**config.mk**
```make
export PLATFORM = sky130hd
export DESIGN_NAME = spi_top
export DESIGN_NICKNAME = d
export VERILOG_FILES = /design/src/rtl/spi_pkg.sv /design/src/rtl/spi_bus_if.sv /design/src/rtl/spi_peripheral.sv /design/src/rtl/spi_readback_mux.sv /design/src/rtl/spi_scratch_register.sv /design/src/rtl/spi_subperipheral_selector.sv /design/src/rtl/spi_top.sv
export VERILOG_INCLUDE_DIRS = /design/src /design/src/rtl
export SDC_FILE = /design/constraint.sdc
export NUM_CORES = 1
export LEC_CHECK = 0
export BUFFER_PORTS_ARGS = -buffer_cell sky130_fd_sc_hd__buf_4
export CAP_MARGIN = 0
export CORE_ASPECT_RATIO = 0.5
export CORE_MARGIN = 5
export CORE_UTILIZATION = 51
export CTS_BUF_LIST = sky130_fd_sc_hd__clkbuf_2 sky130_fd_sc_hd__clkbuf_4 sky130_fd_sc_hd__clkbuf_8
export CTS_CLUSTER_DIAMETER = 60
export DETAILED_ROUTE_END_ITERATION = 8
export HOLD_SLACK_MARGIN = 0.06
export PLACE_DENSITY_LB_ADDON = 0.05
export SETUP_SLACK_MARGIN = 0.1
export SYNTH_ARGS = -nofsm -noshare
export SYNTH_HDL_FRONTEND = slang
export SYNTH_SLANG_ARGS = --single-unit
```
**constraint.sdc**
```tcl
create_clock -name clock -period 2 [get_ports clock]
set_clock_uncertainty 0.15 [all_clocks]
set_input_delay 0.2 -clock clock [delete_from_list [all_inputs] [get_ports clock]]
set_output_delay 0.2 -clock clock [all_outputs]
set_load 0.02 [all_outputs]
```
**src/rtl/spi_settings.svh**
```systemverilog
////////////////////////////////////////
// SPI register map settings
////////////////////////////////////////

`ifndef SPI_SETTINGS_SVH
`define SPI_SETTINGS_SVH

// scratch slots and bytes per slot
`define SPI_SLOT_COUNT 4
`define SPI_SLOT_DEPTH 8

// address byte layout
`define SPI_WRITE_BIT 7
`define SPI_CHIP_ID_ADDRESS 8'hdb

// value returned on every chip id byte
`define SPI_CHIP_ID 8'h81

// readback source codes, selector to mux
`define SPI_SOURCE_SLOT 2'd0
`define SPI_SOURCE_CHIP_ID 2'd1
`define SPI_SOURCE_NONE 2'd2

`endif

```
**src/rtl/spi_pkg.sv**
```systemverilog
////////////////////////////////////////
// SPI shared types
////////////////////////////////////////

`include "spi_settings.svh"

package spi_pkg;

    // one byte on the SPI link
    typedef logic [7:0] byte_t;

    // byte index inside a scratch slot
    typedef logic [$clog2(`SPI_SLOT_DEPTH)-1:0] slot_pointer_t;

    // slot number taken from the address byte
    typedef logic [$clog2(`SPI_SLOT_COUNT)-1:0] slot_index_t;

    // transaction framing in the peripheral
    typedef enum logic [1:0] {
        state_idle,
        state_address,
        state_data
    } peripheral_state_t;

endpackage

```
**src/rtl/spi_bus_if.sv**
```systemverilog
////////////////////////////////////////
// SPI transaction bus
////////////////////////////////////////

`timescale 1ns/1ps

interface spi_bus_if;

    // first byte of the transaction
    spi_pkg::byte_t address;
    logic address_valid;

    // every later byte
    spi_pkg::byte_t data;
    logic data_valid;

    // high while the host holds select low
    logic selected;

    modport source (
        output address,
        output address_valid,
        output data,
        output data_valid,
        output selected
    );

    modport sink (
        input address,
        input address_valid,
        input data,
        input data_valid,
        input selected
    );

endinterface

```
**src/rtl/spi_peripheral.sv**
```systemverilog
////////////////////////////////////////
// SPI mode 0 peripheral
////////////////////////////////////////

`timescale 1ns/1ps

module spi_peripheral (
    input logic clock,
    input logic rst,
    input logic spi_clock,
    input logic spi_select,
    input logic spi_data_in,
    output logic spi_data_out,
    input spi_pkg::byte_t read_data,
    spi_bus_if.source bus
);

    logic [1:0] clock_sync;
    logic [1:0] select_sync;
    logic [1:0] data_sync;
    logic clock_last;
    logic clock_rise;
    logic clock_fall;
    logic deselected;
    spi_pkg::peripheral_state_t state;
    logic [2:0] bit_count;
    logic address_strobe;
    logic data_strobe;
    spi_pkg::byte_t shift_in;
    spi_pkg::byte_t next_byte;
    spi_pkg::byte_t shift_out;
    logic [1:0] load_pipe;

    // two flop synchronisers on all pins
    always_ff @(posedge clock) begin
        if (rst) begin
            clock_sync <= 2'b00;
            select_sync <= 2'b11;
            data_sync <= 2'b00;
            clock_last <= 1'b0;
        end else begin
            clock_sync <= {clock_sync[0], spi_clock};
            select_sync <= {select_sync[0], spi_select};
            data_sync <= {data_sync[0], spi_data_in};
            clock_last <= clock_sync[1];
        end
    end

    assign clock_rise = clock_sync[1] & ~clock_last;
    assign clock_fall = ~clock_sync[1] & clock_last;
    assign deselected = select_sync[1];
    assign next_byte = {shift_in[6:0], data_sync[1]};

    // byte framing
    always_ff @(posedge clock) begin
        if (rst) begin
            state <= spi_pkg::state_idle;
            bit_count <= 3'd0;
            address_strobe <= 1'b0;
            data_strobe <= 1'b0;
        end else begin
            address_strobe <= 1'b0;
            data_strobe <= 1'b0;
            if (deselected) begin
                state <= spi_pkg::state_idle;
                bit_count <= 3'd0;
            end else begin
                if (state == spi_pkg::state_idle) begin
                    state <= spi_pkg::state_address;
                end
                if (clock_rise) begin
                    bit_count <= bit_count + 3'd1;
                    if (bit_count == 3'd7) begin
                        if (state == spi_pkg::state_data) begin
                            data_strobe <= 1'b1;
                        end else begin
                            address_strobe <= 1'b1;
                            state <= spi_pkg::state_data;
                        end
                    end
                end
            end
        end
    end

    // incoming bits and completed bytes
    always_ff @(posedge clock) begin
        if (clock_rise && !deselected) begin
            shift_in <= next_byte;
            if (bit_count == 3'd7) begin
                if (state == spi_pkg::state_data) begin
                    bus.data <= next_byte;
                end else begin
                    bus.address <= next_byte;
                end
            end
        end
    end

    // selector and slot each need a cycle before read_data settles
    always_ff @(posedge clock) begin
        if (rst) begin
            load_pipe <= 2'b00;
            shift_out <= '0;
        end else begin
            load_pipe <= {load_pipe[0], address_strobe | data_strobe};
            if (deselected) begin
                shift_out <= '0;
            end else if (load_pipe[1]) begin
                shift_out <= read_data;
            end else if (clock_fall && bit_count != 3'd0) begin
                // no shift on the falling edge that closes a byte
                shift_out <= {shift_out[6:0], 1'b0};
            end
        end
    end

    assign spi_data_out = shift_out[7];

    assign bus.address_valid = address_strobe;
    assign bus.data_valid = data_strobe;
    assign bus.selected = ~select_sync[1];

    assert property (@(posedge clock) disable iff (rst) !(address_strobe && data_strobe));

endmodule

```
**src/rtl/spi_readback_mux.sv**
```systemverilog
////////////////////////////////////////
// SPI readback mux
////////////////////////////////////////

`timescale 1ns/1ps

`include "spi_settings.svh"

module spi_readback_mux (
    input spi_pkg::byte_t slot_data [`SPI_SLOT_COUNT],
    input spi_pkg::slot_index_t active_slot,
    input logic [1:0] source_select,
    output spi_pkg::byte_t read_data
);

    always_comb begin
        case (source_select)
            `SPI_SOURCE_SLOT: begin
                read_data = slot_data[active_slot];
            end
            `SPI_SOURCE_CHIP_ID: begin
                read_data = `SPI_CHIP_ID;
            end
            default: begin
                // unknown addresses read as zero
                read_data = '0;
            end
        endcase
    end

endmodule

```
**src/rtl/spi_scratch_register.sv**
```systemverilog
////////////////////////////////////////
// SPI scratch register slot
////////////////////////////////////////

`timescale 1ns/1ps

`include "spi_settings.svh"

module spi_scratch_register (
    input logic clock,
    input logic rst,
    input logic start,
    input logic write,
    input logic advance,
    input spi_pkg::byte_t write_data,
    output spi_pkg::byte_t read_data
);

    spi_pkg::byte_t buffer [`SPI_SLOT_DEPTH];
    spi_pkg::slot_pointer_t pointer;

    // pointer wraps at the slot depth
    always_ff @(posedge clock) begin
        if (rst) begin
            pointer <= '0;
            for (int i = 0; i < `SPI_SLOT_DEPTH; i++) begin
                buffer[i] <= '0;
            end
        end else begin
            if (start) begin
                pointer <= '0;
            end else if (write) begin
                buffer[pointer] <= write_data;
                pointer <= pointer + 1'b1;
            end else if (advance) begin
                pointer <= pointer + 1'b1;
            end
        end
    end

    // byte at the pointer, ready for the next load
    assign read_data = buffer[pointer];

    // one transaction is either a write or a read
    assert property (@(posedge clock) disable iff (rst) !(write && advance));

endmodule

```
**src/rtl/spi_subperipheral_selector.sv**
```systemverilog
////////////////////////////////////////
// SPI address decoder
////////////////////////////////////////

`timescale 1ns/1ps

`include "spi_settings.svh"

module spi_subperipheral_selector (
    input logic clock,
    input logic rst,
    spi_bus_if.sink bus,
    output logic [`SPI_SLOT_COUNT-1:0] slot_start,
    output logic [`SPI_SLOT_COUNT-1:0] slot_write,
    output logic [`SPI_SLOT_COUNT-1:0] slot_advance,
    output spi_pkg::slot_index_t active_slot,
    output logic [1:0] source_select
);

    logic write_mode;
    logic slot_hit;
    spi_pkg::slot_index_t address_index;
    logic [`SPI_SLOT_COUNT-1:0] address_onehot;
    logic [`SPI_SLOT_COUNT-1:0] active_onehot;

    // only the low slot addresses reach a slot, write flag aside
    assign slot_hit = bus.address[`SPI_WRITE_BIT-1:0] < `SPI_SLOT_COUNT;
    assign address_index = spi_pkg::slot_index_t'(bus.address);
    assign address_onehot = {{(`SPI_SLOT_COUNT-1){1'b0}}, 1'b1} << address_index;
    assign active_onehot = {{(`SPI_SLOT_COUNT-1){1'b0}}, 1'b1} << active_slot;

    always_ff @(posedge clock) begin
        if (rst) begin
            write_mode <= 1'b0;
            active_slot <= '0;
            source_select <= `SPI_SOURCE_NONE;
            slot_start <= '0;
            slot_write <= '0;
            slot_advance <= '0;
        end else begin
            slot_start <= '0;
            slot_write <= '0;
            slot_advance <= '0;
            if (!bus.selected) begin
                source_select <= `SPI_SOURCE_NONE;
            end else if (bus.address_valid) begin
                write_mode <= bus.address[`SPI_WRITE_BIT];
                active_slot <= address_index;
                if (bus.address == `SPI_CHIP_ID_ADDRESS) begin
                    source_select <= `SPI_SOURCE_CHIP_ID;
                end else if (slot_hit) begin
                    source_select <= `SPI_SOURCE_SLOT;
                    slot_start <= address_onehot;
                end else begin
                    source_select <= `SPI_SOURCE_NONE;
                end
            end else if (bus.data_valid && source_select == `SPI_SOURCE_SLOT) begin
                if (write_mode) begin
                    slot_write <= active_onehot;
                end else begin
                    slot_advance <= active_onehot;
                end
            end
        end
    end

    assert property (@(posedge clock) disable iff (rst) $onehot0(slot_write));

endmodule

```
**src/rtl/spi_top.sv**
```systemverilog
////////////////////////////////////////
// SPI register block top
////////////////////////////////////////

`timescale 1ns/1ps

`include "spi_settings.svh"

module spi_top (
    input logic clock,
    input logic rst,
    input logic spi_clock,
    input logic spi_select,
    input logic spi_data_in,
    output logic spi_data_out
);

    logic [`SPI_SLOT_COUNT-1:0] slot_start;
    logic [`SPI_SLOT_COUNT-1:0] slot_write;
    logic [`SPI_SLOT_COUNT-1:0] slot_advance;
    spi_pkg::slot_index_t active_slot;
    logic [1:0] source_select;
    spi_pkg::byte_t slot_data [`SPI_SLOT_COUNT];
    spi_pkg::byte_t read_data;

    spi_bus_if bus ();

    spi_peripheral spi_peripheral (
        .clock(clock),
        .rst(rst),
        .spi_clock(spi_clock),
        .spi_select(spi_select),
        .spi_data_in(spi_data_in),
        .spi_data_out(spi_data_out),
        .read_data(read_data),
        .bus(bus.source)
    );

    spi_subperipheral_selector spi_subperipheral_selector (
        .clock(clock),
        .rst(rst),
        .bus(bus.sink),
        .slot_start(slot_start),
        .slot_write(slot_write),
        .slot_advance(slot_advance),
        .active_slot(active_slot),
        .source_select(source_select)
    );

    for (genvar i = 0; i < `SPI_SLOT_COUNT; i++) begin : g_slot
        spi_scratch_register spi_scratch_register (
            .clock(clock),
            .rst(rst),
            .start(slot_start[i]),
            .write(slot_write[i]),
            .advance(slot_advance[i]),
            .write_data(bus.data),
            .read_data(slot_data[i])
        );
    end

    spi_readback_mux spi_readback_mux (
        .slot_data(slot_data),
        .active_slot(active_slot),
        .source_select(source_select),
        .read_data(read_data)
    );

endmodule

```
==> results.toml <==
[setup_path]
cp-endpoint = "spi_subperipheral_selector.slot_start[2]"
cp.required_ns = 2.32
critPathArrivalTime_ns = 2.25
r2r-start = "spi_peripheral.bus.address[5]"
timing_worst_setup_path_type = "reg2reg"
critPathLaunch = "spi_peripheral.bus.address[5]"
crit_path_max_fanout = 4
cp_cell_sequence = "or4_1, or4_4, nor3b_1"
worst_path_largest_cell_delay_ns = 0.55
reg2reg_slack_ns = 0.07
start_kind = "flop"
crit_path_end_kind = "flop"
reg2reg_depth = 3
r2r-end = "spi_subperipheral_selector.slot_start[2]"
cpMaxStageDelayCell = "or4_1"

[synth]
synth_area_um2 = 15100
synth-warning-count = 0
synth_ff_type = "edfxtp_1"
synth-seq-cells = 344
synth_edf_count = 279
synthTopCellsByArea = "edfxtp_1 (56%), and2_1 (11%), dfxtp_1 (8.6%)"
synth.avg_cell_area_um2 = 13.1
synth_largest_area_cell = "edfxtp_1"
synth_compound_area_frac = 0.0339
synth_top_area_frac = 0.556
syn_inst = 1147
synth_top_family_by_area = "simple AND/OR/NAND/NOR gates"
yosysSeqAreaShare = 0.642
synthXorXnorAreaFrac = 0.00523
synth-async-reset-ratio = 0
synth_nets = 1159
synth_simple_gate_area_frac = 0.195
synth.distinct_cells = 48
synthMuxAreaShare = 0.0963
synthAdderAreaFrac = 0.00581

[detailed_routing]
remaining_drc_errors = 0
finalWirelength_um = 35700
dr_total_vias = 9120
wl_per_cell_um = 21.6
viasPerCell = 5.51
drtAntennaViolNets = 0
drt_iter0_markers = 756
dr.pass1.iters = 5

[die]
row_count = 44
die_h_um = 132
ios = 6
initial_core_util = 0.519
die-width_um = 253
core-area_um2 = 29100
die-area_um2 = 33300

[timing]
rsz0062_at_grt = "true"
whs_ns = 0.264
tightest_slew_ns = 0.625
hold_viol_final = 0
period_minus_slack_ns = 1.93
fin_ws_ns = 0.0661
max_freq_mhz = 517
relSlewSlack = 0.583
fin_crit_sh = 0.967
slew_viol_final = 0
setup_violations = 0
setup-tns-final_ns = 0

[grt]
grt_usage = 0.214
grt_overflow_total = 0
grt_pass1_wl_um = 54400
grt_max_degree = 33
grt_pass1_vias = 9087
antenna_found_initial = 0

[hold_path]
hold_class = "reg2reg"

[placed_design]
dp.final_hpwl_um = 23600
placed_cells = 1557
place_ws_ns = -0.154
globalplace.congestion = 0.849
io_buffer_count = 5
placed_area_um2 = 15900

[clock_network]
numClockSinks = 344
clockRootBuffer = "clkbuf_8"
insertion_delay_ns = 0.58
cts_buffer_depth = 3
clk_pin_slew_ns = 0.07
cts_tree = "built"
numCtsBuffers = 48
htreeDepth = 2

[final_layout]
multiInputGateArea_um2 = 5260
fillers = 2345
finalNonFillerCells = 1654
nets = 1239
drive_gt1_frac = 0.205
regArea_um2 = 9690
postLayoutCellArea_um2 = 17200
post-route-util = 0.591
synthToLayoutAreaGrowth_pct = 13.9

[power_and_ir_drop]
p_leak_nw = 6.02
pwr_density_cell_nw_per_um2 = 798
vdd_drop_max_v = 0.000580
total_power_mw = 13.7

[flow_run]
timing.max_cap.violations = 0

[run_status]
status = "complete, no violations"
[kinds of logic after synthesis]
kind of cell / after synthesis
AND/OR/NAND/NOR: 511
AO/OA/AOI/OAI: 82
adder cells (fa/ha/maj): 7
flip-flops: 344
buffers and inverters: 65
XOR/XNOR: 9
multiplexers: 129
[critical path, delay by kind of cell, from the launching register on]
| family | cells | cell delay (ns) |
|---|---|---|
| flip-flops | 1 | 0.39 |
| AND/OR/NAND/NOR | 3 | 1.29 |
[timing repair]
item                       in CTS  in global routing
pin swaps                       0                  6
resized for setup              14                 44
setup endpoints to repair      15                119
hold buffers                    7                  0
setup buffers                   0                  2
cloned                          0                  2
hold endpoints to repair       17                  0
[worst min-delay path by stage]
stage	startpoint	end	cells past startpoint
floorplan	spi_select	spi_peripheral.select_sync[0]	1
detailed placement	spi_select	spi_peripheral.select_sync[0]	2
global route	spi_peripheral.select_sync[0]	spi_peripheral.select_sync[1]	1
global placement	spi_select	spi_peripheral.select_sync[0]	2
CTS	spi_peripheral.select_sync[0]	spi_peripheral.select_sync[1]	1
finish	spi_peripheral.select_sync[0]	spi_peripheral.select_sync[1]	1
[where the power goes]
group / leakage, nW / total (mW) / switching, mW / internal [mW]
clock: 0.509 / 5.46 / 2.61 / 2.84
combinational: 2.16 / 0.300 / 0.194 / 0.106
sequential: 3.35 / 7.96 / 0.0615 / 7.89
[synth_stat cells (all sizes together), types with 8 or more instances]
cell	n
a21oi	37
a22oi	26
and2	260
buf	18
clkbuf	42
dfxtp	65
edfxtp	279
mux2i	117
mux4	12
nand2	35
nand2b	11
nand3	31
nor2	64
nor2b	15
nor3	30
nor3b	8
o22ai	8
or2	36
xor2	8
[layer usage]
layer	vias to the layer above	GRT usage	wire length, um
met5	-	0	0
met4	0	0.0491	591
met3	58	0.0498	2160
met2	229	0.310	15600
met1	4549	0.328	17400
li1	4284	-	-
[final cells by class]
type	count	share of cell area
clock inverter	6	0.00153
antenna	1	0.000146
multi-input combinational	738	0.306
tap	391	0.0285
timing repair buffer	91	0.0461
clock buffer	79	0.0527
sequential	344	0.564
inverter	4	0.000874
[registers in the layout, indices dropped and copies added (netlist names), 4 cells and up, named ones only]
signal,cells
g_slot.spi_scratch_register.buffer,256
g_slot.spi_scratch_register.pointer,12
spi_peripheral.bus.address,8
spi_peripheral.bus.data,8
spi_peripheral.shift_out,8
spi_peripheral.shift_in,7
spi_subperipheral_selector.slot_advance,4
spi_subperipheral_selector.slot_start,4
spi_subperipheral_selector.slot_write,4
[cell usage in the layout (no fill, tap or decap), drive strengths merged, types with 11 or more instances in the layout]
cell	Yosys	final
a22oi	26	26
nor2b	15	15
mux2i	117	117
nand3	31	31
nand2	35	35
mux4	12	12
edfxtp	279	279
and2	260	260
nor2	64	64
buf	18	83
or2	36	36
nand2b	11	11
clkbuf	42	80
nor3	30	30
dfxtp	65	65
a21oi	37	37
No activity file was read; power rests on OpenSTA's default activity.
